File: config.mk
export PLATFORM = sky130hd
export DESIGN_NAME = dcache_plru
export DESIGN_NICKNAME = d
export VERILOG_FILES = /design/src/rtl/dcache_plru.sv
export VERILOG_INCLUDE_DIRS = /design/src /design/src/rtl
export SDC_FILE = /design/constraint.sdc
export NUM_CORES = 1
export LEC_CHECK = 0
export ABC_AREA = 1
export BUFFER_PORTS_ARGS = -buffer_cell sky130_fd_sc_hd__buf_4
export CAP_MARGIN = 40
export CELL_PAD_IN_SITES_DETAIL_PLACEMENT = 0
export CELL_PAD_IN_SITES_GLOBAL_PLACEMENT = 1
export CORE_MARGIN = 2
export CORE_UTILIZATION = 43
export DETAILED_ROUTE_END_ITERATION = 10
export HOLD_SLACK_MARGIN = 0.15
export PLACE_DENSITY = 0.92
export SYNTH_ARGS = -nofsm -noshare
export SYNTH_HDL_FRONTEND = slang
export SYNTH_SLANG_ARGS = --single-unit
File: constraint.sdc
create_clock -name clk -period 2.3 [get_ports clk]
set_clock_uncertainty 0.15 [all_clocks]
set_input_delay 0.115 -clock clk [delete_from_list [all_inputs] [get_ports clk]]
set_output_delay 0.115 -clock clk [all_outputs]
set_load 0.02 [all_outputs]
File: src/rtl/dcache_consts.svh
/*
  Geometry of the two-way data cache, shared by RTL and bench.
  Tag, index and offset widths must add up to 32.
  The replacement logic assumes exactly two ways.
  A line is DC_LINE_WORDS words of 32 bits.
*/
`ifndef DCACHE_CONSTS_SVH
`define DCACHE_CONSTS_SVH

// associativity
`define DC_WAYS 2

`define DC_SETS 16       // small on purpose, sim only
`define DC_LINE_WORDS 4

// address split, 32 bits total
`define DC_OFFSET_W 4
`define DC_INDEX_W 4
`define DC_TAG_W 24

`endif

File: src/rtl/dcache_plru.sv
/*
  One replacement bit per set, naming the less recently used way.
  Fixed to two ways. hit_way must be gated to real hits by the caller.
*/
`timescale 1ns/1ps
`default_nettype none

`include "dcache_consts.svh"

module dcache_plru (
    input  logic                   clk,
    input  logic                   rst_n,
    input  logic [`DC_INDEX_W-1:0] lk_index,
    input  logic [`DC_WAYS-1:0]    hit_way,
    input  logic                   refill_we,
    output logic                   victim_way
);
    logic [`DC_SETS-1:0] lru_r;

    assign victim_way = lru_r[lk_index];

    always_ff @(posedge clk or negedge rst_n) begin
        if (!rst_n) begin
            lru_r <= '0;
        end else if (refill_we) begin
            lru_r[lk_index] <= ~victim_way;   // refilled way becomes MRU
        end else if (|hit_way) begin
            lru_r[lk_index] <= hit_way[0];
        end
    end

endmodule

`default_nettype wire

## After elaboration in Yosys (flattened, before gate mapping)

Index checks and enable logic that the tools add are counted.

- Input bits: 9
- Logic and storage cells: 15
- Bits in registers: 16

- Bitwise logic cells: 1
- Multiplexer cells: 8
- $lt $le $gt $ge: 2
- Reduce and logical (&&, ||, !) cells: 3

Operators by type and width:

| kind | number |
|---|---|
| $bwmux 16 | 2 |
| $mux 16 | 2 |
| $lt 4x5->1 const B | 1 |
| $bmux 1 s4 | 1 |
| $demux 1 s4 | 1 |
| $ge 4x1->1 const B | 1 |
| $mux 1 | 2 |
| $reduce_bool 2->1 | 1 |
| $reduce_or 2->1 | 1 |
| $logic_and 1x1->1 | 1 |
| $not 1->1 | 1 |

## Depth between registers and ports, before layout

- Word-level depth: 7
- Mapped depth: 11

## Worst setup path before layout

Ideal clock, no wire load.

- Kind: reg2reg
- From: register lru_r[7]
- To: register lru_r[11]
- Path buffers: 1
- Data required time: 2.085 ns
- Period minus slack after synthesis: 1.342 ns
- Arrival time: 1.127 ns
- Setup time: 0.065 ns
- Cell stages (with the launch flop): 11
- Setup slack: 0.958 ns
- Cells stage by stage: dfrtp_1 -> nand2_1 -> nand2_1 -> nand2_1 -> nand2_1 -> nand2_1 -> nand2_2 -> o21ai_4 -> buf_6 -> nand2_1 -> nand2_1

- Word-level cells in the longest chain between the ends: 5

RTL lines:

| element | RTL line | RTL |
|---|---|---|
| from (decl) | dcache_plru.sv:18 | `` logic [`DC_SETS-1:0] lru_r; `` |
| from (signal, indexed assignment) | dcache_plru.sv:26 | `lru_r[lk_index] <= ~victim_way;` |
| from (signal, indexed assignment) | dcache_plru.sv:28 | `lru_r[lk_index] <= hit_way[0];` |
| $bmux 1 s4 | dcache_plru.sv:20 | `assign victim_way = lru_r[lk_index];` |
| $mux 1 (implied by the code) | dcache_plru.sv:20 |  |
| $not 1->1 | dcache_plru.sv:26 |  |
| $bwmux 16 | dcache_plru.sv:26 |  |
| $mux 16 | dcache_plru.sv:25 | `end else if (refill_we) begin` |

No other way between the ends. The select of a mux whose other input is x is not followed.
A chain may end at the register's enable or synchronous reset.

## Worst setup path in the final report

- From: input port lk_index[2]
- To: output port victim_way

- Word-level cells in the longest chain between the ends: 2

RTL lines:

| element | RTL line | RTL |
|---|---|---|
| from (decl) | dcache_plru.sv:13 | `` input logic [`DC_INDEX_W-1:0] lk_index, `` |
| $bmux 1 s4 | dcache_plru.sv:20 |  |
| $mux 1 (implied by the code) | dcache_plru.sv:20 |  |
| to (decl) | dcache_plru.sv:16 | `output logic victim_way` |

No other way between the ends. The select of a mux whose other input is x is not followed.

==> run_results.csv <==
group,metric,value,unit
logic_synthesis,synth.cell_area,1020,µm²
logic_synthesis,synth_top_family_by_area,"simple AND/OR/NAND/NOR gates",
cells_and_area,largest_reg_flops,16,
cells_and_area,nets,189,
sta,period_share,76.2,%
global_routing,grt_pass1_vias,880,
cells_and_area,drive_gt1_share,12.4,%
floorplanning,core_area,2230,µm²
floorplanning,dieArea,2780,µm²
logic_synthesis,synth.most_common_cell,"nand2_1",
route,remaining_drc_errors,0,
worst_setup_path,reg2reg_from,"lru_r[2]$_DFFE_PN0P_",
clocking,cts.sinks,16,
route,routed_wl,2370,µm
worst_setup_path,setup.worst_path.start,"lk_index[2]",
cells_and_area,utilization,53.0,%
sta,setup_tns,0,ns
route,wl_per_cell,11.5,µm
global_routing,grt_max_degree,17,
clocking,clockBufferDepth,2,
logic_synthesis,synth-compound-area-share,7.48,%
logic_synthesis,synth_fa_ha_area_share,0,%
floorplanning,die_x,52.7,µm
cells_and_area,regMostFlops,"lru_r",
logic_synthesis,synth_top_cells_by_count,"87 x nand2_1, 23 x nor2_1, 16 x dfrtp_1",
logic_synthesis,synth_cell_types,14,
power_and_ir_drop,pwr-share-comb,27.9,%
hold_path,min-delay-start,"hit_way[1]",
cells_and_area,reg_top3,"lru_r: 16 flops",
logic_synthesis,synth_area_leaders,"dfrtp_1 39%, nand2_1 32%, nor2_1 8.5%",
hold_path,min_path_type,"in -> reg",
logic_synthesis,synthMuxAreaShare,0,%
floorplanning,row_count,17,
sta,tightest_slew,0.741,ns
worst_setup_path,ff2ff_path_depth,9,
sta,slew_viol_final,0,
power_and_ir_drop,irDropWorstVdd,0.332,mV
clocking,cts-root-buf,"clkbuf_4",
cells_and_area,areaGrowthSynthToFinish,15.9,%
floorplanning,fp.dieH,52.7,µm
sta,fmax,571,MHz
sta,fin_crit,1.75,ns
route,drtIter0Drc,26,
logic_synthesis,avgSynthCellArea,6.26,µm²
logic_synthesis,syn_nets,172,
route,dr.pass1.iters,4,
clocking,clk_pin_slew,0.09,ns
cells_and_area,design_area,1180,µm²
worst_setup_path,startpoint_type,"input pin",
worst_setup_path,cp.required,2.04,ns
sta,relSlewSlack,50.4,%
clocking,cts-htree-levels,1,
route,ant_nets,0,
clocking,clkLatencyLatePin,0.29,ns
sta,hold_ws,0.187,ns
power_and_ir_drop,p_int,0.000489,W
global_routing,grt_pass1_wl,4110,µm
logic_synthesis,async_flop_share,100,%
sta,worst_slack,0.548,ns
worst_setup_path,end_kind,"output pin",
logic_synthesis,syn_inst,163,
logic_synthesis,synth_xor_area_share,0,%
sta,grt_setup_unrepaired,"no",
logic_synthesis,synth_top_area_share,39.2,%
power_and_ir_drop,powerDensity,623,nW/µm²
logic_synthesis,yosysSeqAreaShare,39.2,%
floorplanning,floorplan.initialDensity,45.7,%
logic_synthesis,synth_flop_cell,"dfrtp_1",
global_routing,antenna_found_initial,0,
logic_synthesis,synth-edff-count,0,
sta,finalSetupViolCount,0,
floorplanning,io_pins,10,
power_and_ir_drop,p_sw_share,33.7,%
clocking,post_cts_resized,0,
place,gp_congestion,0.892,
cells_and_area,insertedDiodeCount,0,
logic_synthesis,yosysTopAreaCell,"dfrtp_1",
power_and_ir_drop,switching_power,0.000248,W
place,port_buffers,9,
hold_path,hold_depth,5,
flow_run,max_cap_viol_count,0,
place,placed_cell_area,1100,µm²
power_and_ir_drop,seqPwrFrac,51.8,%
clocking,numCtsBuffers,3,
global_routing,gr-usage-all-layers,20.5,%
route,via_per_inst,5.05,
sta,hold_viol,0,
global_routing,grt-ovfl-total,0,
power_and_ir_drop,p_leak,0.646,nW
logic_synthesis,yosys.area_share.simple,46.7,%
worst_setup_path,worst_ep_arrival_time,1.49,ns
logic_synthesis,ys_seq_elements,16,
run_status,status,"finished clean",
worst_setup_path,cp_max_fo,5,
clocking,tritoncts,"yes",
logic_synthesis,yosys_warnings,0,
power_and_ir_drop,pwr-share-clk,20.4,%
worst_setup_path,criticalPathCategory,"in -> out",
route,vias,1041,
place,pre_cts_slack,0.740,ns
cells_and_area,nFillCells,228,
place,place_hpwl,1690,µm
routing by layer:
metal | GRT usage [%] | vias to the layer above | share of wire (%)
met4 | 7.69 | 0 | 1.7
li1 | - | 529 | -
met2 | 29.6 | 36 | 43
met3 | 3.43 | 5 | 6.5
met5 | 0 | - | 0
met1 | 30.2 | 471 | 48
cell usage in the layout (no fill, tap or decap):
| cell type | count |
|---|---|
| dlygate4sd3_1 | 6 |
| nand4_1 | 1 |
| o21ai_4 | 1 |
| nand3_1 | 4 |
| inv_2 | 1 |
| dfrtp_1 | 16 |
| clkbuf_4 | 3 |
| nor2_1 | 23 |
| nand2_1 | 87 |
| nor2_2 | 1 |
| o21ai_0 | 12 |
| nand2_2 | 5 |
| inv_1 | 7 |
| buf_4 | 11 |
per-stage QoR:
stage	std cells	total power (W)
3_3_place_gp	197	0.000584
2_1_floorplan	163	0.000525
5_1_grt	206	0.000802
3_5_place_dp	197	0.000588
4_1_cts	206	0.000745
6_report	206	0.000738
final cells by class:
class	count	area [µm²]	area share, %
timing repair buffer	17	143	12.1
tap	28	35.0	2.96
multi-input combinational	134	553	46.7
clock buffer	3	22.5	1.90
sequential	16	400	33.8
inverter	8	30.0	2.54
path summary, 6_finish.rpt:
| check | to | slack (ns) |
|---|---|---|
| hold reg to reg | lru_r[15]$_DFFE_PN0P_ | 0.35 |
| min in group asynchronous | lru_r[12]$_DFFE_PN0P_ | 0.80 |
| setup reg to reg | lru_r[9]$_DFFE_PN0P_ | 0.75 |
| max in group asynchronous | lru_r[5]$_DFFE_PN0P_ | 0.73 |
| setup / recovery | victim_way | 0.55 |
| hold / removal | lru_r[13]$_DFFE_PN0P_ | 0.19 |
critical path: stages:
cell and delay [ns]:
dlygate4sd3_1 0.54, buf_4 0.15, nor2_1 0.33, nand2_2 0.11
nand4_1 0.10, buf_4 0.14
cells by family after synthesis:
family | after synthesis
AO/OA/AOI/OAI | 13
flip-flops | 16
buffers and inverters | 13
AND/OR/NAND/NOR | 121
power groups by stage:
stage	logic (W)	clock network, W	registers (W)
finish	0.000206	0.000150	0.000382
global route	0.000241	0.000171	0.000390
CTS	0.000208	0.000155	0.000382
detailed placement	0.000199	0	0.000388
global placement	0.000193	0	0.000391
floorplan	0.000152	0	0.000373
what timing repair did:
action	in CTS	in global routing
hold endpoints to repair	32	0
hold buffers	6	0
setup buffers	0	0
No activity file was read; power rests on OpenSTA's default activity.
