===== src/rtl/dcache_consts.svh =====
/*
  Geometry of the two-way data cache, shared by RTL and bench.
  Tag, index and offset widths must add up to 32.
  The replacement logic assumes exactly two ways.
  A line is DC_LINE_WORDS words of 32 bits.
*/
`ifndef DCACHE_CONSTS_SVH
`define DCACHE_CONSTS_SVH

// associativity
`define DC_WAYS 2

`define DC_SETS 16       // small on purpose, sim only
`define DC_LINE_WORDS 4

// address split, 32 bits total
`define DC_OFFSET_W 4
`define DC_INDEX_W 4
`define DC_TAG_W 24

`endif


===== src/rtl/dcache_tag_array.sv =====
/*
  Tag, valid and dirty storage for both ways.
  Reads are registered: the index at an edge gives tags in the next cycle.
  Valid and dirty bits clear on reset, tags do not.
*/
`timescale 1ns/1ps
`default_nettype none

`include "dcache_consts.svh"

module dcache_tag_array (
    input  logic                   clk,
    input  logic                   rst_n,
    input  logic [`DC_INDEX_W-1:0] rd_index,
    input  logic [`DC_TAG_W-1:0]   lk_tag,
    input  logic [`DC_INDEX_W-1:0] lk_index,
    input  logic                   victim_way,
    input  logic                   refill_we,
    input  logic                   store_we,
    output logic [`DC_WAYS-1:0]    hit_way,
    output logic                   victim_dirty,
    output logic [`DC_TAG_W-1:0]   victim_tag
);
    logic [`DC_TAG_W-1:0]              tag_mem [`DC_WAYS][`DC_SETS];
    logic [`DC_TAG_W-1:0]              tag_q [`DC_WAYS];
    logic [`DC_WAYS-1:0][`DC_SETS-1:0] valid_r;
    logic [`DC_WAYS-1:0][`DC_SETS-1:0] dirty_r;
    logic [`DC_WAYS-1:0]               valid_q;
    logic [`DC_WAYS-1:0]               dirty_q;

    always_ff @(posedge clk) begin
        for (int w = 0; w < `DC_WAYS; w++) begin
            tag_q[w] <= tag_mem[w][rd_index];
            if (refill_we && (victim_way == 1'(w))) begin
                tag_mem[w][lk_index] <= lk_tag;
            end
        end
    end

    always_ff @(posedge clk or negedge rst_n) begin
        if (!rst_n) begin
            valid_r <= '0;
            dirty_r <= '0;
            valid_q <= '0;
            dirty_q <= '0;
        end else begin
            for (int w = 0; w < `DC_WAYS; w++) begin
                valid_q[w] <= valid_r[w][rd_index];
                dirty_q[w] <= dirty_r[w][rd_index];
                if (refill_we && (victim_way == 1'(w))) begin
                    valid_r[w][lk_index] <= 1'b1;
                    dirty_r[w][lk_index] <= 1'b0;   // fresh line from memory
                end else if (store_we && hit_way[w]) begin
                    dirty_r[w][lk_index] <= 1'b1;
                end
            end
        end
    end

    always_comb begin
        for (int w = 0; w < `DC_WAYS; w++) begin
            hit_way[w] = valid_q[w] && (tag_q[w] == lk_tag);
        end
    end

    // an invalid victim never needs a write-back
    assign victim_dirty = valid_q[victim_way] && dirty_q[victim_way];
    assign victim_tag   = tag_q[victim_way];

endmodule

`default_nettype wire


===== config.mk =====
export PLATFORM = sky130hd
export DESIGN_NAME = dcache_tag_array
export DESIGN_NICKNAME = d
export VERILOG_FILES = /design/src/rtl/dcache_tag_array.sv
export VERILOG_INCLUDE_DIRS = /design/src /design/src/rtl
export SDC_FILE = /design/constraint.sdc
export NUM_CORES = 1
export LEC_CHECK = 0
export ABC_AREA = 1
export BUFFER_PORTS_ARGS = -buffer_cell sky130_fd_sc_hd__buf_4
export CORE_MARGIN = 2
export CORE_UTILIZATION = 40
export CTS_CLUSTER_SIZE = 30
export DETAILED_ROUTE_END_ITERATION = 8
export GPL_TIMING_DRIVEN = 0
export PLACE_DENSITY = 0.6
export SETUP_SLACK_MARGIN = 0.2
export SLEW_MARGIN = 20
export SYNTH_ARGS = -nofsm -noshare
export SYNTH_HDL_FRONTEND = slang
export SYNTH_SLANG_ARGS = --single-unit

===== constraint.sdc =====
create_clock -name clk -period 4.6 [get_ports clk]
set_clock_uncertainty 0.15 [all_clocks]
set_input_delay 0.46 -clock clk [delete_from_list [all_inputs] [get_ports clk]]
set_output_delay 0.46 -clock clk [all_outputs]
set_load 0.02 [all_outputs]

### After elaboration in Yosys (flattened, before gate mapping)

Memory sizes are Yosys's and may differ from the RTL's.
Index checks and enable logic that the tools add are counted.

* output and inout port bits: 27
* logic and storage cells: 72
* bits in writable memories: 816
* memories: 2
* register bits after elaboration: 68
* bits of input ports: 37

* multiplexer cells: 33
* bitwise gates (word level): 10
* equality and inequality tests: 2
* reduce and logical (&&, ||, !) cells: 12
* order comparisons: 7

Memory list
* tag_mem: words 2, bits a word 384, rd ports 2, clocked after Yosys merged registers in 0, wr ports 1, line dcache_tag_array.sv:24 `` logic [`DC_TAG_W-1:0] tag_mem [`DC_WAYS][`DC_SETS]; ``
* tag_q: words 2, bits a word 24, rd ports 3, clocked after Yosys merged registers in 0, wr ports 2, line dcache_tag_array.sv:25 `` logic [`DC_TAG_W-1:0] tag_q [`DC_WAYS]; ``

Operators by type and width (count)
* 384-bit 2-to-1 mux: 4
* 384-bit OR reduction: 1
* 24-bit binary-select mux with 4-bit select: 2
* 24-bit 2-to-1 mux: 5
* 24-bit demux with 4-bit select: 1
* 16-bit 2-to-1 mux: 4
* 16-bit bitwise OR: 4
* 24-bit == test: 2
* 16-bit AND: 2
* 1-bit binary-select mux with 4-bit select: 4
* 16-bit inverter: 1
* 1-bit 2-to-1 mux: 12
* 5-bit greater-or-equal comparator (second input constant): 2
* 4-bit by 5-bit < comparator with 1-bit output (second input constant): 2
* 4-bit inverter with 5-bit output: 2
* 1-bit logical AND: 9
* 5-bit by 1-bit < comparator with 1-bit output (second input constant): 1
* 1-bit demux with 4-bit select: 1
* 4-bit by 1-bit greater-or-equal comparator with 1-bit output (second input constant): 1
* 2-bit nonzero test: 2
* 1-bit by 2-bit < comparator with 1-bit output (second input constant): 1
* 1-bit inverter: 1

### Logic depth before layout (Yosys ltp)

* depth in word-level cells: 8
* mapped depth: 11
* mapped depth without buffers: 10

### Worst setup path after synthesis

OpenSTA, ideal clock, no wires.

* path kind: input to register
* start point: input port lk_index[1]
* end point: memory tag_mem[0][216] (netlist name) (enable)
* arrival time: 1.997 ns
* path slack: 2.045 ns
* setup time: 0.408 ns
* cell stages on the path: 6
* data required time: 4.042 ns
* path through: inv_1 -> nor2_1 -> inv_1 -> nor2_1 -> inv_1 -> nor2_1

* cells in the longest elaborated chain, start to end: 8

Ends and longest elaborated chain
* from (decl): line dcache_tag_array.sv:16 `` input logic [`DC_INDEX_W-1:0] lk_index, ``
* 4-bit inverter with 5-bit output (not written as such) *: line dcache_tag_array.sv:35 `tag_mem[w][lk_index] <= lk_tag;`
* 5-bit greater-or-equal comparator (not written as such) / 5-bit by 1-bit < comparator with 1-bit output (equally long branches): line dcache_tag_array.sv:35
* 1-bit logical AND (not written as such): line dcache_tag_array.sv:35
* 24-bit 2-to-1 mux (not written as such): line dcache_tag_array.sv:35
* 24-bit demux with 4-bit select *: line dcache_tag_array.sv:35
* 384-bit 2-to-1 mux (not written as such): line dcache_tag_array.sv:35
* 384-bit OR reduction (no line)
* 1-bit 2-to-1 mux (no line) / 384-bit 2-to-1 mux (equally long branches)
* to (decl): line dcache_tag_array.sv:24

Mark *: on every way between the ends. The rest lies on a longest branch, timed or not.

==> out/metrics.yaml <==
outcome:
  status: "finished clean"
layout:
  syn_to_final_growth_pct: 16.5
  fin_nets: 3043
  final-seq-area_mm2: 0.0257
  layout-drive-gt1-share: 0.131
  final_cells: 4262
  multiInputGateArea_mm2: 0.00867
  num-fill-cells: 7858
  finish.utilization: 0.471
logic_synthesis:
  synth_area_per_cell_um2: 12.9
  syn_inst: 2818
  syn-num-nets: 2855
  synth_edf_count: 768
  async_flop_share: 0.0769
  ys_top_cells_by_area: "edfxtp_1, mux2i_1, dfrtp_1, o211ai_1, o21ai_0"
  netlist_area_mm2: 0.0364
  ys_types: 37
  ys_ff_latch: 884
  synthFlopType: "edfxtp_1"
  synth_area_leader_cell: "edfxtp_1"
  ys_warn_count: 0
  synth_top_area_frac: 0.633
  ys_seq_area_frac: 0.706
  yosysMostFrequentCell: "edfxtp_1"
  yosys-top-cells-count: "edfxtp_1, inv_1, o21ai_0"
cts:
  clkTransAtPathRegs_ns: 0.06
  htree_levels: 3
  clock_path_buffers: 3
  cts_buffers: 92
  cts.sinks: 884
  cts_resized: 0
  cts_root_buf: "clkbuf_16"
  cts_tree: "yes"
  clkLatencyLatePin_ns: 0.66
sta:
  tightest_slew_ns: 1.34
  post-route-period-util: 0.701
  clock.fmax_mhz: 310
  fin_crit_ns: 3.22
  grt_setup_unrepaired: "false"
  setup_viol: 0
  report.final.hold_viol_count: 0
  slew_violations: 0
  max_slew_margin: 0.0955
place:
  gp_congestion: 0.953
  portBuffers: 60
  dp_cells: 4086
  hpwl_mm: 85.9
power_and_ir_drop:
  clkPwrFrac: 0.417
  switching_power_w: 0.00440
  comb_power_share: 0.086
  power.density_mw_per_mm2: 430
  vdd_ir_drop_max_mv: 0.319
  p_total_w: 0.0183
  p_leak_nw: 15.6
  p_sw_frac: 0.241
  pwr-share-seq: 0.497
  intPower_w: 0.0139
grt:
  grt_pass1_vias: 23976
  track_usage: 0.266
  grt_max_degree: 69
  overflow: 0
  grt_pass1_wl_mm: 176
  antenna_found_initial: 11
die:
  io_pins: 64
  fp.dieH_um: 306
  core_mm2: 0.0901
  fp.dieW_um: 306
  rows: 110
  fp.dieArea_mm2: 0.0935
  start_util: 0.404
worst_hold_path:
  hold_path_class: "input port to flip-flop"
worst_setup_path:
  crit_arrival_ns: 2.61
  cp_num_buf_inv: 1
  worstPathMaxFanout: 3
  end_kind: "output pin"
  critPathMaxStageDelay_ns: 0.51
  rrSetupSlack_ns: 2.42
  cp_slowest_cell: "nor2_1"
  crit_family: "simple AND/OR/NAND/NOR gates"
  required_ns: 3.99
  crit_path_cell_trace: "nand2_1 -> nand2_1 -> nand3_1 -> nor4_1 -> nand3_1 -> nor2_1 -> buf_4"
  worstSetupPathType: "flip-flop to output pin"
  cp-start-kind: "flip-flop"
detailed_routing:
  postRouteAntennaNets: 0
  route.detailed.drc: 0
  wl_mm: 125
  vias: 24605
  wl_per_cell_um: 29.4
  first_pass_iters: 6
  drt_iter0_markers: 3367
  vias_per_cell: 5.77
run:
  maxCapViolCount: 0
## path summary, 6_finish.rpt
path	start	endpoint	depth (start not counted)
worst max-delay path	tag_q[1][20]	hit_way[1]	7
worst min-delay path	lk_tag[4]	tag_mem[0][700]	1
worst max register to register	tag_q[1][9]	flip-flop	9
worst min register to register	valid_r[30]	valid_r[30]	1
max in group asynchronous	rst_n	valid_r[2]	2
min in group asynchronous	rst_n	async pin	2
## logic make-up (layout without fill, tap and decap cells)
family / Yosys count / in the layout / share of synthesized area
AOI/OAI and AO/OA: 762 / 762 / 0.120
xor gates and xnor gates: 7 / 7 / 0.00168
buffers and inverters: 505 / 770 / 0.0624
DFF: 884 / 884 / 0.706
muxes: 192 / 192 / 0.0528
other: 0 / 3 / 0
and+or+nand+nor: 468 / 468 / 0.0570
## metrics by stage
stage	TNS (ns)	setup slack, ns	hold slack, ns	cell area, um^2
after CTS	0	1.43	0.110	42400
after floorplan	0	2.04	0.0144	36400
after global routing	0	1.36	0.124	42400
final	0	1.38	0.137	42400
after detailed placement	0	1.12	0.299	39400
after global placement	-2.20	-0.0683	0.291	38400
## flip-flops by register name, indices dropped and copies added (netlist names), named ones only
signal   flops
dirty_q      2
tag_mem    768
tag_q       48
valid_r     32
valid_q      2
## per-layer routing
layer | share of wire | up-vias | track usage
met2 | 0.45 | 1352 | 0.412
met1 | 0.41 | 12435 | 0.375
met3 | 0.097 | 225 | 0.0508
met4 | 0.037 | 4 | 0.0969
met5 | 0.00022 | - | 0
li1 | - | 10589 | -
## layout by cell type, fill, tap and decap left out, drive strengths merged, types with 4 or more instances in the layout
master / n
clkinv: 44
clkbuf: 196
nor2: 88
edfxtp: 768
or2: 17
o221ai: 8
xnor2: 4
o21ai: 301
bufinv: 13
dfxtp: 48
buf: 174
nand4: 23
o211ai: 192
inv: 338
nor4: 5
nand2: 238
a21oi: 258
dfrtp: 68
nand3: 93
mux2i: 192
## cell type report
class                   instances  area share
inverters                     340      0.0301
plain buffers                 165      0.0236
multi-input cells            1429       0.204
repair buffers                 94      0.0292
diodes                          3    0.000177
clock buffers                 113      0.0568
well taps                    1176      0.0347
clock inverters                58      0.0152
flip-flops and latches        884       0.606
## timing repair
item                      in CTS  in global routing
setup buffers                  0                  0
hold buffers                   2                  0
hold endpoints to repair      70                  0
## power by group through the flow
| stage | combinational [W] | sequential, W | clock, W |
|---|---|---|---|
| CTS | 0.00154 | 0.00906 | 0.00768 |
| finish | 0.00157 | 0.00907 | 0.00762 |
| floorplan | 0.000797 | 0.00918 | 0 |
| global route | 0.00166 | 0.00908 | 0.00800 |
| detailed placement | 0.00153 | 0.00923 | 0 |
| global placement | 0.00148 | 0.00922 | 0 |
Power figures use the tool's default switching activity.
