--- src/rtl/dcache_consts.svh ---
/*
  Geometry of the two-way data cache, shared by RTL and bench.
  Tag, index and offset widths must add up to 32.
  The replacement logic assumes exactly two ways.
  A line is DC_LINE_WORDS words of 32 bits.
*/
`ifndef DCACHE_CONSTS_SVH
`define DCACHE_CONSTS_SVH

// associativity
`define DC_WAYS 2

`define DC_SETS 16       // small on purpose, sim only
`define DC_LINE_WORDS 4

// address split, 32 bits total
`define DC_OFFSET_W 4
`define DC_INDEX_W 4
`define DC_TAG_W 24

`endif

--- src/rtl/dcache_pkg.sv ---
/*
  Types of the data cache: address view, CPU request, memory command and
  response, load type and controller states.
  Field widths come from the consts header.
*/
`default_nettype none

`include "dcache_consts.svh"

package dcache_pkg;

    typedef struct packed {
        logic [`DC_TAG_W-1:0]    tag;
        logic [`DC_INDEX_W-1:0]  index;
        logic [`DC_OFFSET_W-1:0] offset;
    } dc_addr_fields_t;

    // same 32 bits, seen raw or split
    typedef union packed {
        logic [31:0]     raw;
        dc_addr_fields_t f;
    } dc_addr_u;

    typedef logic [`DC_LINE_WORDS-1:0][31:0] dc_line_t;

    typedef enum logic [2:0] {LW, LH, LHU, LB, LBU} load_type_e;

    typedef struct packed {
        logic        valid;
        logic        op;         // 1 = store
        dc_addr_u    addr;
        logic [3:0]  wstrb;
        logic [31:0] wdata;
        load_type_e  load_type;
    } cpu_req_t;

    typedef struct packed {
        logic     rd_req;
        dc_addr_u rd_addr;
        logic     wr_req;
        dc_addr_u wr_addr;
        dc_line_t wr_line;
    } mem_cmd_t;

    typedef struct packed {
        logic     rd_rdy;
        logic     ret_valid;
        dc_line_t ret_line;
        logic     wr_rdy;
        logic     wr_done;
    } mem_rsp_t;

    typedef enum logic [2:0] {
        LOOKUP, MISS_DIRTY, WRITE_BACK, MISS_CLEAN, REFILL, REFILL_DONE
    } ctrl_state_e;

endpackage

`default_nettype wire

--- src/rtl/dcache_ctrl.sv ---
/*
  Miss handling FSM of the data cache.
  A dirty victim is written back as a whole line before the refill read.
  Memory ready and done strobes may be delayed for any number of cycles.
  resp_valid is only raised in LOOKUP, after a hit.
*/
`timescale 1ns/1ps
`default_nettype none

`include "dcache_consts.svh"

module dcache_ctrl (
    input  logic                   clk,
    input  logic                   rst_n,
    input  logic                   lk_valid,
    input  logic                   lk_op,
    input  logic [`DC_WAYS-1:0]    hit_way,
    input  logic                   victim_dirty,
    input  dcache_pkg::mem_rsp_t   mem_rsp,
    output logic                   busy,
    output logic                   resp_valid,
    output logic                   rd_req,
    output logic                   wr_req,
    output logic                   refill_we,
    output logic                   store_we,
    output logic                   reread,
    output dcache_pkg::ctrl_state_e state
);
    import dcache_pkg::*;

    ctrl_state_e state_next;
    logic        lk_hit;
    logic        lk_miss;

    assign lk_hit  = (state == LOOKUP) && lk_valid && (|hit_way);
    assign lk_miss = (state == LOOKUP) && lk_valid && !(|hit_way);

    always_ff @(posedge clk or negedge rst_n) begin
        if (!rst_n) begin
            state <= LOOKUP;
        end else begin
            state <= state_next;
        end
    end

    always_comb begin
        state_next = state;
        case (state)
            LOOKUP: begin
                if (lk_miss) begin
                    state_next = victim_dirty ? MISS_DIRTY : MISS_CLEAN;
                end
            end
            MISS_DIRTY: begin
                if (mem_rsp.wr_rdy) begin
                    state_next = WRITE_BACK;
                end
            end
            WRITE_BACK: begin
                if (mem_rsp.wr_done) begin
                    state_next = MISS_CLEAN;
                end
            end
            MISS_CLEAN: begin
                if (mem_rsp.rd_rdy) begin
                    state_next = REFILL;
                end
            end
            REFILL: begin
                if (mem_rsp.ret_valid) begin
                    state_next = REFILL_DONE;
                end
            end
            REFILL_DONE: state_next = LOOKUP;   // arrays reread the new line
            default:     state_next = LOOKUP;
        endcase
    end

    assign resp_valid = lk_hit;
    assign store_we   = lk_hit && lk_op;    // merged line written at end of lookup
    assign refill_we  = (state == REFILL) && mem_rsp.ret_valid;

    // hold the lookup index on the arrays until the refilled line is read back
    assign reread = (state != LOOKUP) || lk_miss;
    assign busy   = reread || store_we;

    assign wr_req = (state == MISS_DIRTY);
    assign rd_req = (state == MISS_CLEAN);

endmodule

`default_nettype wire

--- config.mk ---
export PLATFORM = sky130hd
export DESIGN_NAME = dcache_ctrl
export DESIGN_NICKNAME = d
export VERILOG_FILES = /design/src/rtl/dcache_pkg.sv /design/src/rtl/dcache_ctrl.sv
export VERILOG_INCLUDE_DIRS = /design/src /design/src/rtl
export SDC_FILE = /design/constraint.sdc
export NUM_CORES = 1
export LEC_CHECK = 0
export ABC_CLOCK_PERIOD_IN_PS = 5100
export BUFFER_PORTS_ARGS = -buffer_cell sky130_fd_sc_hd__buf_2
export CAP_MARGIN = 20
export CORE_AREA = 2 2 58 60
export DETAILED_ROUTE_END_ITERATION = 6
export DIE_AREA = 0 0 60 62
export PLACE_DENSITY_LB_ADDON = 0.15
export RECOVER_POWER = 25
export SYNTH_ARGS = -nofsm -noshare
export SYNTH_HDL_FRONTEND = slang
export SYNTH_SLANG_ARGS = --single-unit
--- constraint.sdc ---
create_clock -name clk -period 5.1 [get_ports clk]
set_input_delay 1.53 -clock clk [delete_from_list [all_inputs] [get_ports clk]]
set_output_delay 1.53 -clock clk [all_outputs]
set_load 0.02 [all_outputs]
# Word level (Yosys, flattened, before mapping)
# Index checks and enable logic that the tools add are counted.
[totals]
regBits = 3
input_bits = 139
output_inout_bits = 10
elab_cells = 29
[classes]
eq_ne = 9
muxes = 7
n_reduce_logical = 12
[op_table]
columns = ["cell", "count"]
rows = [
  ["$mux 3", 5],
  ["$pmux 3 s5", 1],
  ["$ne 2x2->1 const B", 5],
  ["$eq 3x2->1 const B", 2],
  ["$logic_and 1x1->1", 5],
  ["$reduce_and 5->1", 1],
  ["$eq 3x1->1 const B", 1],
  ["$eq 3x3->1 const B", 1],
  ["$logic_not 3->1", 1],
  ["$reduce_bool 3->1", 1],
  ["$logic_or 1x1->1", 2],
  ["$mux 2", 1],
  ["$reduce_or 2->1", 1],
  ["$logic_not 1->1", 1],
]

# Depth between registers and ports, before layout
[logic_depth]
depth_word = 5
mapped_depth = 5
ltp_nobuf = 4

# Worst setup path after synthesis
# No wires, ideal clock.
[synth_path]
kind = "input -> output"
startpoint = "input port hit_way[1]"
endpoint = "output port busy"
arrival_time_ns = 2.492
t_required_ns = 3.570
path_slack_ns = 1.078
stages = 4
path_buffers = 0
cell_sequence = "nor2_1 and4bb_1 and2_1 or2_1"
[synth_via]
word_cells_on_any_way = 7
classes_between = "reduce/logical: 7"
[synth_lines]
columns = ["element", "line_no", "rtl"]
rows = [
  ["from (decl)", "dcache_ctrl.sv:17", "input logic [`DC_WAYS-1:0] hit_way,"],
  ["$reduce_or 2->1", "dcache_ctrl.sv:35", "assign lk_hit = (state == LOOKUP) && lk_valid && (|hit_way);"],
  ["$logic_and 1x1->1", "dcache_ctrl.sv:35", ""],
  ["named net resp_valid", "dcache_ctrl.sv:21", "output logic resp_valid,"],
  ["$logic_and 1x1->1", "dcache_ctrl.sv:80", "assign store_we = lk_hit && lk_op;"],
  ["named net store_we", "dcache_ctrl.sv:25", "output logic store_we,"],
  ["$logic_or 1x1->1", "dcache_ctrl.sv:85", "assign busy = reread || store_we;"],
  ["to (decl)", "dcache_ctrl.sv:20", "output logic busy,"],
]
# The timed path passes the listed nets, and every way through them passes these cells.

# Worst setup path in the final report
[layout_path]
startpoint = "input port hit_way[1]"
endpoint = "output port busy"
[layout_via]
elab_chain_len = 5
word_cells_on_any_way = 7
classes_between = "reduce/logical: 7"
[layout_rtl]
columns = ["element", "line_no", "rtl"]
rows = [
  ["$reduce_or 2->1 (*)", "dcache_ctrl.sv:35, dcache_ctrl.sv:36", ""],
  ["$logic_not 1->1", "dcache_ctrl.sv:36", "assign lk_miss = (state == LOOKUP) && lk_valid && !(|hit_way);"],
  ["$logic_and 1x1->1", "dcache_ctrl.sv:36", ""],
  ["$logic_or 1x1->1", "dcache_ctrl.sv:84", "assign reread = (state != LOOKUP) || lk_miss;"],
  ["$logic_or 1x1->1 (*)", "dcache_ctrl.sv:85", ""],
]
# Mark *: on every way between the ends. The rest lies on a longest branch, timed or not.

==> impl_metrics.xml <==
<?xml version="1.0" encoding="UTF-8"?>
<metrics>
  <group name="clock_tree">
    <metric name="cell_chosen_for_the_clock_root" unit="">clkbuf_4</metric>
    <metric name="cts.path.max_buffers" unit="">2</metric>
    <metric name="post-cts-setup-buffers" unit="">0</metric>
    <metric name="h-tree-depth" unit="">1</metric>
    <metric name="tritoncts.num_buffers" unit="">3</metric>
    <metric name="post_cts.resized_instances" unit="">0</metric>
    <metric name="clock_latency" unit="ns">0.24</metric>
    <metric name="holdBufCountCts" unit="">0</metric>
    <metric name="clkTransAtPathRegs" unit="ns">0.04</metric>
    <metric name="tritoncts" unit="">done</metric>
    <metric name="cts.sinks" unit="">3</metric>
  </group>
  <group name="floorplanning">
    <metric name="coreArea" unit="um^2">3180</metric>
    <metric name="effective_utilization_at_floorplan" unit="%">7.71</metric>
    <metric name="placement_rows" unit="">21</metric>
    <metric name="chipWidth" unit="um">60</metric>
    <metric name="die_ar" unit="um^2">3720</metric>
    <metric name="floorplan.io_pins" unit="">149</metric>
    <metric name="floorplan.die.height" unit="um">62</metric>
  </group>
  <group name="critical_path">
    <metric name="timing.critical_path.arrival" unit="ns">2.54</metric>
    <metric name="worst_setup_path_start_kind" unit="">primary input</metric>
    <metric name="timing.critical_path.required" unit="ns">3.57</metric>
    <metric name="delay_of_the_slowest_cell_on_the_worst_path" unit="ns">0.25</metric>
    <metric name="r2r_setup_slack" unit="ns">3.71</metric>
    <metric name="cp_cell_sequence" unit="">buf_2, nor2_1, and4bb_1, and2_1, or2_1, buf_2</metric>
    <metric name="critPathTopFamily" unit="">simple AND/OR/NAND/NOR gates</metric>
    <metric name="critPathMostFrequentCell" unit="">buf_2</metric>
    <metric name="worst-setup-path-type" unit="">primary input to output port</metric>
    <metric name="reg2reg_from" unit="">state[1]</metric>
    <metric name="setup.worst_path.end_class" unit="">output port</metric>
    <metric name="critical_path_maximum_fanout" unit="">2</metric>
    <metric name="r2r-end" unit="">state[1]</metric>
    <metric name="worst_r2r_path_depth" unit="">3</metric>
    <metric name="timing.critical_path.buf_inv" unit="">2</metric>
    <metric name="worst_path_max_delay_cell" unit="">and4bb_1</metric>
  </group>
  <group name="routing">
    <metric name="antenna_left" unit="">0</metric>
    <metric name="drt_drc_violations_left" unit="">0</metric>
    <metric name="wirelength" unit="um">923</metric>
    <metric name="drt_first_pass_iters" unit="">2</metric>
    <metric name="drtIter0Drc" unit="">9</metric>
    <metric name="avgViaCountPerCell" unit="">3.12</metric>
    <metric name="detailroute.via_count" unit="">303</metric>
    <metric name="route.detailed.wl_per_inst" unit="um">9.52</metric>
  </group>
  <group name="timing">
    <metric name="timing.slew.headroom" unit="%">77.5</metric>
    <metric name="fin_worst_skew" unit="ns">0.00499</metric>
    <metric name="hold_viol_final" unit="">0</metric>
    <metric name="post-route-period-util" unit="%">79.8</metric>
    <metric name="period_minus_slack" unit="ns">4.07</metric>
    <metric name="slew_viol_final" unit="">0</metric>
    <metric name="rsz0062_at_grt" unit="">false</metric>
    <metric name="fmax" unit="GHz">0.246</metric>
    <metric name="totalNegativeSetupSlack" unit="ns">0</metric>
    <metric name="final_setup_violation_count" unit="">0</metric>
    <metric name="worst_slack" unit="ns">1.03</metric>
    <metric name="holdWs" unit="ns">0.617</metric>
    <metric name="max_slew.worst_pin.slew" unit="ns">0.338</metric>
  </group>
  <group name="cells_and_area">
    <metric name="top_register" unit="">state</metric>
    <metric name="layoutNonFillerInstCount" unit="">97</metric>
    <metric name="nNetsFinal" unit="">191</metric>
    <metric name="final_design_area_no_fill" unit="um^2">408</metric>
    <metric name="layout-drive-gt1-share" unit="%">43.1</metric>
    <metric name="largestRegisters" unit="">state (3)</metric>
    <metric name="synthToLayoutAreaGrowth" unit="%">66.3</metric>
    <metric name="area_of_combinational_cells_with_multiple_inputs" unit="um^2">144</metric>
    <metric name="max_ffs_per_register" unit="">3</metric>
    <metric name="layout.core_utilization" unit="%">12.8</metric>
    <metric name="antenna_cells" unit="">0</metric>
    <metric name="nFillCells" unit="">375</metric>
    <metric name="layout.area.seq" unit="um^2">75.1</metric>
  </group>
  <group name="hold_path">
    <metric name="hp-start" unit="">state[2]</metric>
    <metric name="timing.hold.worst_endpoint" unit="">state[1]</metric>
    <metric name="hold-path-cell-count" unit="">1</metric>
    <metric name="worst_hold_path_type" unit="">register to register</metric>
  </group>
  <group name="place">
    <metric name="hpwlAfterDp" unit="um">735</metric>
    <metric name="gp_congestion" unit="">0.586</metric>
    <metric name="place.port_buffers" unit="">20</metric>
    <metric name="dpl-instance-area" unit="um^2">384</metric>
    <metric name="detailedPlace.worstSlack" unit="ns">1.03</metric>
    <metric name="dp_cells" unit="">93</metric>
  </group>
  <group name="logic_synthesis">
    <metric name="yosysSeqAreaShare" unit="%">30.6</metric>
    <metric name="synthesis.nets" unit="">168</metric>
    <metric name="syn_avg_cell_area" unit="um^2">8.46</metric>
    <metric name="synthDominantAreaCellType" unit="">dfrtp_1</metric>
    <metric name="postSynthRegisterBits" unit="">3</metric>
    <metric name="synthDistinctLibCells" unit="">20</metric>
    <metric name="syn_inst" unit="">29</metric>
    <metric name="post_synth_main_area_contributors" unit="">dfrtp_1 (31%), nor2_1 (7.7%), and4bb_1 (5.1%), nor2b_1 (5.1%), o22ai_1 (5.1%)</metric>
    <metric name="post-synth-top-area-fraction" unit="%">30.6</metric>
    <metric name="post_synth_instance_area" unit="um^2">245</metric>
    <metric name="yosys_warnings" unit="">0</metric>
  </group>
  <group name="grt">
    <metric name="number_of_global_route_vias_before_repair" unit="">286</metric>
    <metric name="grt_antenna_before_repair" unit="">0</metric>
    <metric name="gr-total-overflow" unit="">0</metric>
    <metric name="grt.total_usage" unit="%">6.30</metric>
    <metric name="grt_pass1_wl" unit="mm">1.50</metric>
    <metric name="grt_max_degree" unit="">11</metric>
  </group>
  <group name="power_and_ir_drop">
    <metric name="power.density" unit="nW/um^2">626</metric>
    <metric name="peakVddDrop" unit="mV">0.182</metric>
    <metric name="static_leak" unit="nW">0.203</metric>
    <metric name="total_power" unit="mW">0.255</metric>
  </group>
  <group name="outcome">
    <metric name="run_status" unit="">completed</metric>
  </group>
  <group name="run">
    <metric name="max_cap_viol_count" unit="">0</metric>
  </group>
</metrics>
-- synthesized netlist by cell type, drive strengths merged --
cell type,n
o22ai,2
a2111o,1
nand2b,1
o21ai,1
nand2,1
mux2,1
or2,1
a21oi,1
mux2i,1
a22o,1
and4bb,1
dfrtp,3
and3,1
and2,1
buf,2
nor2,5
inv,2
a22oi,1
nor2b,2
-- per-layer routing --
metal | routed length, um | global-route usage (%) | vias up
met2 | 382 | 7.76 | 18
met5 | 0 | 0 | -
li1 | - | - | 150
met4 | 34 | 5.71 | 0
met1 | 427 | 7.33 | 133
met3 | 79 | 3.93 | 2
-- how the worst max path moves through the flow --
stage                     startpoint  endpoint  cells past startpoint
after global placement    hit_way[1]      busy                      5
after global routing      hit_way[1]      busy                      6
after floorplan           hit_way[1]      busy                      4
final                     hit_way[1]      busy                      6
after detailed placement  hit_way[1]      busy                      5
after CTS                 hit_way[1]      busy                      6
-- layout by cell type, fill, tap and decap left out --
master    instances
clkbuf_4          3
or2_1             1
and3_1            1
a22oi_1           1
clkbuf_1          3
nor2_1            5
a2111o_1          1
dfrtp_1           3
nand2_1           1
o22ai_1           2
a21oi_1           1
and4bb_1          1
nand2b_1          1
buf_2            18
a22o_1            1
nor2b_1           2
inv_1             2
and2_1            1
o21ai_0           1
mux2i_1           1
mux2_2            1
-- power breakdown --
group / switching [mW] / internal [mW]
logic: 0.0879 / 0.0584
clock network: 0.0137 / 0.0294
registers: 0.0302 / 0.0357
total: 0.132 / 0.124
-- final cells by class --
class                      count  share of cell area, %
tap                           46                   14.1
sequential                     3                   18.4
inverter                       2                   1.84
multi-input combinational     22                   35.3
clock buffer                   4                   6.44
timing repair buffer          20                   23.9
-- cell families after synthesis --
family | after synthesis | synth area share, %
and+or+nand+nor | 13 | 29.6
buffers and inverters | 4 | 10.7
DFF | 3 | 30.6
AOI/OAI and AO/OA | 7 | 20.4
muxes | 2 | 8.67
Note: power is estimated with default switching activity, not from simulation.
