**config.mk**
```make
export PLATFORM = sky130hd
export DESIGN_NAME = dcache_load_align
export DESIGN_NICKNAME = d
export VERILOG_FILES = /design/src/rtl/dcache_pkg.sv /design/src/rtl/dcache_load_align.sv
export VERILOG_INCLUDE_DIRS = /design/src /design/src/rtl
export SDC_FILE = /design/constraint.sdc
export NUM_CORES = 1
export LEC_CHECK = 0
export ABC_CLOCK_PERIOD_IN_PS = 1600
export BUFFER_PORTS_ARGS = -buffer_cell sky130_fd_sc_hd__buf_4
export CAP_MARGIN = 20
export CORE_ASPECT_RATIO = 1.75
export CORE_MARGIN = 1.5
export CORE_UTILIZATION = 35
export DETAILED_ROUTE_END_ITERATION = 7
export PLACE_DENSITY = 0.9
export SYNTH_ARGS = -nofsm -noshare
export SYNTH_HDL_FRONTEND = slang
export SYNTH_SLANG_ARGS = --single-unit
export TNS_END_PERCENT = 5
```
**constraint.sdc**
```tcl
create_clock -name vclk -period 1.6
set_clock_uncertainty 0.05 [all_clocks]
set_input_delay 0.08 -clock vclk [all_inputs]
set_output_delay 0.08 -clock vclk [all_outputs]
set_load 0.01 [all_outputs]
```
**src/rtl/dcache_consts.svh**
```systemverilog
/*
  Geometry of the two-way data cache, shared by RTL and bench.
  Tag, index and offset widths must add up to 32.
  The replacement logic assumes exactly two ways.
  A line is DC_LINE_WORDS words of 32 bits.
*/
`ifndef DCACHE_CONSTS_SVH
`define DCACHE_CONSTS_SVH

// associativity
`define DC_WAYS 2

`define DC_SETS 16       // small on purpose, sim only
`define DC_LINE_WORDS 4

// address split, 32 bits total
`define DC_OFFSET_W 4
`define DC_INDEX_W 4
`define DC_TAG_W 24

`endif

```
**src/rtl/dcache_pkg.sv**
```systemverilog
/*
  Types of the data cache: address view, CPU request, memory command and
  response, load type and controller states.
  Field widths come from the consts header.
*/
`default_nettype none

`include "dcache_consts.svh"

package dcache_pkg;

    typedef struct packed {
        logic [`DC_TAG_W-1:0]    tag;
        logic [`DC_INDEX_W-1:0]  index;
        logic [`DC_OFFSET_W-1:0] offset;
    } dc_addr_fields_t;

    // same 32 bits, seen raw or split
    typedef union packed {
        logic [31:0]     raw;
        dc_addr_fields_t f;
    } dc_addr_u;

    typedef logic [`DC_LINE_WORDS-1:0][31:0] dc_line_t;

    typedef enum logic [2:0] {LW, LH, LHU, LB, LBU} load_type_e;

    typedef struct packed {
        logic        valid;
        logic        op;         // 1 = store
        dc_addr_u    addr;
        logic [3:0]  wstrb;
        logic [31:0] wdata;
        load_type_e  load_type;
    } cpu_req_t;

    typedef struct packed {
        logic     rd_req;
        dc_addr_u rd_addr;
        logic     wr_req;
        dc_addr_u wr_addr;
        dc_line_t wr_line;
    } mem_cmd_t;

    typedef struct packed {
        logic     rd_rdy;
        logic     ret_valid;
        dc_line_t ret_line;
        logic     wr_rdy;
        logic     wr_done;
    } mem_rsp_t;

    typedef enum logic [2:0] {
        LOOKUP, MISS_DIRTY, WRITE_BACK, MISS_CLEAN, REFILL, REFILL_DONE
    } ctrl_state_e;

endpackage

`default_nettype wire

```
**src/rtl/dcache_load_align.sv**
```systemverilog
/*
  Load data alignment, combinational.
  Word picked by offset bits 3..2, then half or byte by bits 1..0.
  Misaligned halves are not detected.
*/
`timescale 1ns/1ps
`default_nettype none

`include "dcache_consts.svh"

module dcache_load_align (
    input  dcache_pkg::dc_line_t    hit_line,
    input  logic [`DC_OFFSET_W-1:0] lk_offset,
    input  dcache_pkg::load_type_e  load_type,
    output logic [31:0]             rdata
);
    import dcache_pkg::*;

    logic [31:0] word;
    logic [15:0] half;
    logic [7:0]  byte_sel;

    assign word = hit_line[lk_offset[`DC_OFFSET_W-1:2]];
    assign half = lk_offset[1] ? word[31:16] : word[15:0];

    always_comb begin
        case (lk_offset[1:0])
            2'd0:    byte_sel = word[7:0];
            2'd1:    byte_sel = word[15:8];
            2'd2:    byte_sel = word[23:16];
            default: byte_sel = word[31:24];
        endcase
    end

    always_comb begin
        case (load_type)
            LH:      rdata = {{16{half[15]}}, half};
            LHU:     rdata = {16'h0, half};
            LB:      rdata = {{24{byte_sel[7]}}, byte_sel};
            LBU:     rdata = {24'h0, byte_sel};
            default: rdata = word;   // LW
        endcase
    end

endmodule

`default_nettype wire

```
# Yosys cells after proc, flatten, opt, wreduce, memory -nomap -nowiden
# Index checks and enable logic that the tools add are counted.
[op_classes] n_addsub=0 multipliers=0 div=0 order_cmp=1 eq_ne=6 shifts=0 n_mux=5 n_bitwise=0 reduce_logical=1
[ops] op="$pmux W32 S4" count=1
[ops] op="$bmux W32 S2" count=1
[ops] op="$mux W32" count=1
[ops] op="$pmux W8 S3" count=1
[ops] op="$mux W16" count=1
[ops] op="$eq A3 B2 Y1 const B" count=2
[ops] op="$eq A3 B1 Y1 const B" count=1
[ops] op="$eq A3 B3 Y1 const B" count=1
[ops] op="$lt A2 B3 Y1 const B" count=1
[ops] op="$eq A2 B1 Y1 const B" count=1
[ops] op="$eq A2 B2 Y1 const B" count=1
[ops] op="$logic_not A2 Y1" count=1
[totals] ff_bits=0 latchBits=0 mem_bits_rw=0 mem_bits_ro=0 input_bits=135 out_inout_bits=32 elab_cells=13 memories=0

# Longest topological paths before layout
# Gate-level depths: netlist (run 1).
[depth] depth_word=4 ltp_mapped=7 mapped_depth_nobuf=4

# Least setup slack after synthesis (run 1)
# No wires, ideal clock.
[synth_timing] path_type="input to output" from="in lk_offset[2]" to="out rdata[5]" arrival_time_ns=1.673 t_required_ns=1.470 setup_slack_ns=-0.203 stages=7 n_path_buf=3 path_cell_list="buf_6 -> buf_6 -> buf_2 -> mux4_2 -> o211ai_1 -> nand3_1 -> a221o_1"
[synth_via] elab_chain_cells=4 elab_cells_between_ends=5 cone_classes="5 x mux"
[synth_lines] element="start: declaration" line="dcache_load_align.sv:13" rtl="input logic [`DC_OFFSET_W-1:0] lk_offset,"
[synth_lines] element="$bmux W32 S2 (*)" line="dcache_load_align.sv:23" rtl="assign word = hit_line[lk_offset[`DC_OFFSET_W-1:2]];"
[synth_lines] element="$mux W32 (*)" line="dcache_load_align.sv:23"
[synth_lines] element="$pmux W8 S3 or $mux W16 (tied branches)" line="dcache_load_align.sv:27, dcache_load_align.sv:24"
[synth_lines] element="$pmux W32 S4 (*)" line="dcache_load_align.sv:36" rtl="case (load_type)"
[synth_lines] element="end: declaration" line="dcache_load_align.sv:15" rtl="output logic [31:0] rdata"
# Every way passes the cells marked *; elsewhere a longest branch is shown, timed or not. The select of a mux whose other input is x is not followed.

# Final worst setup path (run 1)
[layout_timing] from="in lk_offset[2]" to="out rdata[12]"
# Same word-level chain as after synthesis.

==> reports/results.ini, run 1 <==
[synth]
synth.distinct_cells=37
synth_common_cells=mux4_2 (32), nand2_1 (21), a22oi_1 (18)
ys_warn_count=0
synth_top_area_share_pct=41.6
synth.area.top_cells=mux4_2 (42%), a22oi_1 (7.8%), a221o_1 (5.8%)
seq_area_frac_synth_pct=0
synth_top_area_cell=mux4_2
synth_most_common_cell=mux4_2
synthesis.nets=321
syn-cell-area_mm2=0.00173
syn_avg_cell_area_um2=9.31
postSynthCellCount=186

[routing]
route.detailed.drc=0
drtIter0Drc=104
drt_wl_total_mm=8.31
antenna_left=0
drtPass1Iterations=5
vias_per_cell=6.03
vias=2550
detail_route.wl_per_cell_um=19.7

[grt]
overflow=0
grt_max_degree=29
grt_pass1_wl_mm=12.6
grt_pass1_vias=2673
antenna_found_initial=0
grt.total_usage_pct=29.1

[timing]
fin_crit_sh_pct=117
final_hold_viol_count=0
fin_crit_ns=1.87
finalMaxSlewViolations=0
setup_viol=32
setup_ws_ns=-0.273
clock.fmax_mhz=534
rsz0062_at_grt=yes
tightest_slew_ns=0.782
slew_headroom_pct=47.6

[finish]
fillCellCount=356
seq_cell_count=0
syn2layout_area_growth_pct=97.5
layout.nets=508
nClkBuffers=0
antenna_cells=0
seq_area_um2=0
drive_gt1_share_pct=66.8
stdcell_area_mm2=0.00342
final_core_util_pct=72.7

[pwr]
ir_drop_v=0.000249
cellLeakagePower_nw=1.65
finalPower_w=0.00128
power_density_mw_per_mm2=375

[status]
status=complete, but fails checks
violations=setup timing

[die]
die_w_um=56.2
die-area_mm2=0.00540
core_area_mm2=0.00471
die_y_um=96.1
start_util_pct=36.8
ios=167
rows=33

[worst_setup_path]
setup.worst_path.start=lk_offset[2]
path_delay_family=multiplexers
cp_data_arrival_time_ns=1.74
crit_buf_inv=2
path_class=input pin to output port
cp_max_fo=8
critical_path_depth=6
critPathMaxStageDelay_ns=0.53
start_kind=input pin
endpoint=rdata[12]
slowest_stage=mux4_2
worstPathCellList=buf_12, mux4_2, mux2_4, a22o_4, a221o_1, buf_6
cp.required_ns=1.47
critPathCaptureType=output port

[place]
io_buffers=167
dp_hpwl_mm=6.84
gp_congestion=0.926
dpl-instance-area_mm2=0.00325

[min_path]
min_path_type=input pin to output port
worstHoldStart=hit_line[102]

[run]
max-cap-violations=0

[clock_network]
cts_hold_buf=0

-- cell type report --
| type | count | area (um2) | share of cell area, % |
|---|---|---|---|
| Timing Repair Buffer | 207 | 1720 | 50.4 |
| Tap cell | 52 | 65.1 | 1.90 |
| Multi-Input combinational cell | 163 | 1630 | 47.6 |
| Inverter | 1 | 3.75 | 0.110 |
-- metal layers --
layer	global-route usage (%)	wire length [um]	vias to the layer above	part of all wire, %
met3	3.36	626	32	7.5
met4	11.5	346	0	4.2
met5	0	0	-	0
met1	32.6	2720	1186	33
met2	55.3	4620	170	56
li1	-	-	1162	-
-- cell families (layout without fill, tap and decap cells) --
kind of cell	count (synthesis)	after routing	synth area share [%]
AO/OA/AOI/OAI	64	64	28.8
AND/OR/NAND/NOR	60	60	18.5
multiplexers	36	36	44.4
buffers and inverters	23	208	6.72
XOR/XNOR	2	2	1.01
adder cells (fa/ha/maj)	1	1	0.578
-- through the flow --
| step | TNS (ns) | hold WS (ns) | setup WS [ns] | std cells |
|---|---|---|---|---|
| 3_5_place_dp | -9.07 | 0.626 | -0.339 | 419 |
| 4_1_cts | -6.57 | 0.633 | -0.279 | 420 |
| 3_3_place_gp | -8.42 | 0.581 | -0.311 | 418 |
| 5_1_grt | -8.63 | 0.656 | -0.307 | 423 |
| 2_1_floorplan | -2.34 | 0.392 | -0.128 | 186 |
| 6_report | -6.65 | 0.644 | -0.273 | 423 |
-- how the worst min path moves through the flow --
stage | depth (start not counted) | endpoint
2_1_floorplan | 3 | rdata[7]
3_3_place_gp | 4 | rdata[15]
3_5_place_dp | 4 | rdata[15]
4_1_cts | 4 | rdata[15]
5_1_grt | 4 | rdata[15]
6_report | 4 | rdata[6]
-- where the power goes --
part / internal, W / switching (W) / leakage, nW
sequential: 0 / 0 / 0
combinational: 0.000770 / 0.000512 / 1.65
clock: 0 / 0 / 0
-- layout by cell type, fill, tap and decap left out, drive strengths merged, types with 2 or more instances in the layout --
cell type	Yosys	routed
buf	10	206
nand4	4	4
a221o	10	10
a22oi	18	18
o21ai	12	12
a21oi	5	5
xnor2	2	2
nand2	21	21
nand3b	7	7
nand3	14	14
mux2	3	3
nor2	4	4
o211ai	7	7
a211o	4	4
nor2b	3	3
mux4	32	32
nand2b	2	2
-- what timing repair did --
action | 4_1_cts | 5_1_grt
setup endpoints to repair | 32 | 32
cloned | 1 | 0
gates resized for setup | 28 | 2
pin swaps | 1 | 3
buffers inserted | 0 | 2
No activity file was read; power rests on OpenSTA's default activity.
==> run 2: changes to the inputs <==
- ABC_AREA: unset -> 1
- ABC_CLOCK_PERIOD_IN_PS: 1600 -> unset
- CORE_UTILIZATION: 35 -> 36
==> reports/results.ini, run 2 <==
[die]
start_util_pct=37.5  ; was 36.8%
die_w_um=57.4  ; was 56.2 um
die_y_um=98.2  ; was 96.1 um
ios=167  ; unchanged
rows=34  ; was 33
core_area_mm2=0.00498  ; was 0.00471 mm2
die-area_mm2=0.00564  ; was 0.00540 mm2

[timing]
tightest_slew_ns=0.397  ; was 0.782 ns
fin_crit_sh_pct=95.2  ; was 117%
slew_headroom_pct=73.2  ; was 47.6%
final_hold_viol_count=0  ; unchanged
clock.fmax_mhz=656  ; was 534 MHz
setup_viol=0  ; was 32
tns_ns=0  ; was -6.65 ns
fin_crit_ns=1.52  ; was 1.87 ns
finalMaxSlewViolations=0  ; unchanged

[synth]
synth.distinct_cells=22  ; was 37
synth_top_area_cell=nand2_1  ; was mux4_2
synth.area.top_cells=nand2_1 (29%), nand3_1 (17%), nand3_2 (8.6%)  ; was mux4_2 (42%), a22oi_1 (7.8%), a221o_1 (5.8%)
synth_top_family_by_area=simple AND/OR/NAND/NOR gates  ; was multiplexers
synth_compound_area_share_pct=14.0  ; was 28.8%
syn_avg_cell_area_um2=4.85  ; was 9.31 um2
postSynthCellCount=384  ; was 186
yosys.area_share.xor_xnor_pct=0  ; was 1.01%
synthAdderAreaFrac_pct=0  ; was 0.578%
synth_common_cells=nand2_1 (145), nand3_1 (65), nor2_1 (41)  ; was mux4_2 (32), nand2_1 (21), a22oi_1 (18)
synth-simple-area-share_pct=70.1  ; was 18.5%
ys_warn_count=0  ; unchanged
muxShareOfSynthArea_pct=0  ; was 44.4%
seq_area_frac_synth_pct=0  ; unchanged
synthesis.nets=519  ; was 321
synth_top_area_share_pct=29.2  ; was 41.6%
syn-cell-area_mm2=0.00186  ; was 0.00173 mm2
synth_most_common_cell=nand2_1  ; was mux4_2

[min_path]
worstHoldStart=lk_offset[1]  ; was hit_line[102]
min_path_type=input pin to output port  ; unchanged

[finish]
multi_input_area_mm2=0.00159  ; was 0.00163 mm2
layout.nets=679  ; was 508
final_common_cell=buf_4  ; unchanged
fillCellCount=518  ; was 356
nClkBuffers=0  ; unchanged
stdcell_area_mm2=0.00322  ; was 0.00342 mm2
syn2layout_area_growth_pct=72.8  ; was 97.5%
seq_area_um2=0  ; unchanged
antenna_cells=0  ; unchanged
drive_gt1_share_pct=41.1  ; was 66.8%
final_cell_mix=buf_4 (175), nand2_1 (142), nand3_1 (63)  ; was buf_4 (179), mux4_2 (32), buf_6 (23)
seq_cell_count=0  ; unchanged

[routing]
vias=3119  ; was 2550
antenna_left=0  ; unchanged
drtIter0Drc=148  ; was 104
detail_route.wl_per_cell_um=14.3  ; was 19.7 um
drtPass1Iterations=4  ; was 5
vias_per_cell=5.23  ; was 6.03
route.detailed.drc=0  ; unchanged
drt_wl_total_mm=8.50  ; was 8.31 mm

[place]
io_buffers=167  ; unchanged
gp_congestion=1.02  ; was 0.926
dpl-instance-area_mm2=0.00316  ; was 0.00325 mm2
dp_hpwl_mm=6.93  ; was 6.84 mm

[worst_setup_path]
setup.worst_path.start=lk_offset[2]  ; unchanged
cp.required_ns=1.47  ; about the same
cp_data_arrival_time_ns=1.39  ; was 1.74 ns
start_kind=input pin  ; unchanged
cp_max_fo=31  ; was 8
path_class=input pin to output port  ; unchanged
critPathCaptureType=output port  ; unchanged

[clock_network]
cts_resized=0  ; was 28
cts_hold_buf=0  ; unchanged
post-cts-setup-buffers=0  ; unchanged

[run]
max-cap-violations=0  ; unchanged

[grt]
overflow=0  ; unchanged
grt_pass1_vias=2966  ; was 2673
grt_pass1_wl_mm=12.9  ; was 12.6 mm
grt_max_degree=64  ; was 29
grt.total_usage_pct=28.1  ; was 29.1%
antenna_found_initial=0  ; unchanged

[pwr]
cellLeakagePower_nw=1.94  ; was 1.65 nW
ir_drop_v=0.000280  ; was 0.000249 V
power_density_mw_per_mm2=355  ; was 375 mW/mm2
finalPower_w=0.00114  ; was 0.00128 W

[status]
status=finished, final reports clean  ; was complete, but fails checks

[run 2: cell count changes in the layout (fill, tap and decap cells not counted), moves of 18 or more]
cell     before  now
buf_6        23    1
nand2_1      21  142
nor2_1        4   41
mux4_2       32    0
inv_1         1   29
nand3_1      14   63
nand3_2       0   18
[run 2: path summary, 6_finish.rpt]
check / to / slack [ns] / cells after the start
max: rdata[27] / 0.08 / 12
min: rdata[1] / 0.55 / 4
[run 2: layer usage]
layer	wire [um]	up-vias	track usage, %
met5	0	-	0
met4	378	0	11.8
met3	549	30	2.65
met2	4660	137	54.5
met1	2910	1386	29.1
li1	-	1566	-
[run 2: final cells by class]
class | instances | area share [%]
inverters | 32 | 3.92
multi-input cells | 328 | 49.3
well taps | 54 | 2.10
repair buffers | 181 | 44.4
repair inverters | 1 | 0.233
[run 2: through the flow]
stage               instances  utilization [%]  setup WS (ns)  hold slack [ns]
detailed placement        594             63.4         0.0191            0.538
global placement          594             63.4        0.00776            0.537
CTS                       594             63.4         0.0129            0.542
global route              596             64.7        -0.0209            0.574
finish                    596             64.7         0.0764            0.549
floorplan                 384                -          0.498            0.334
[run 2: kinds of logic after synthesis]
family,count (synthesis)
compound gates,45
buf+inv,56
simple gates,283
[run 2: worst max-delay path, stage by stage]
cell and delay [ns]:
buf_4 0.13, buf_12 0.16, nand2_1 0.08, nand3_2 0.11, nand2_2 0.10, nand2_2 0.08, nand3_2 0.08, nand2_2 0.07
nand2_4 0.11, buf_12 0.14, nand3_1 0.09, buf_4 0.16
[run 2: power by group]
part,switching (W),internal [W],total (W)
Sequential,0,0,0
Clock,0,0,0
Combinational,0.000569,0.000574,0.00114
Total,0.000569,0.000574,0.00114
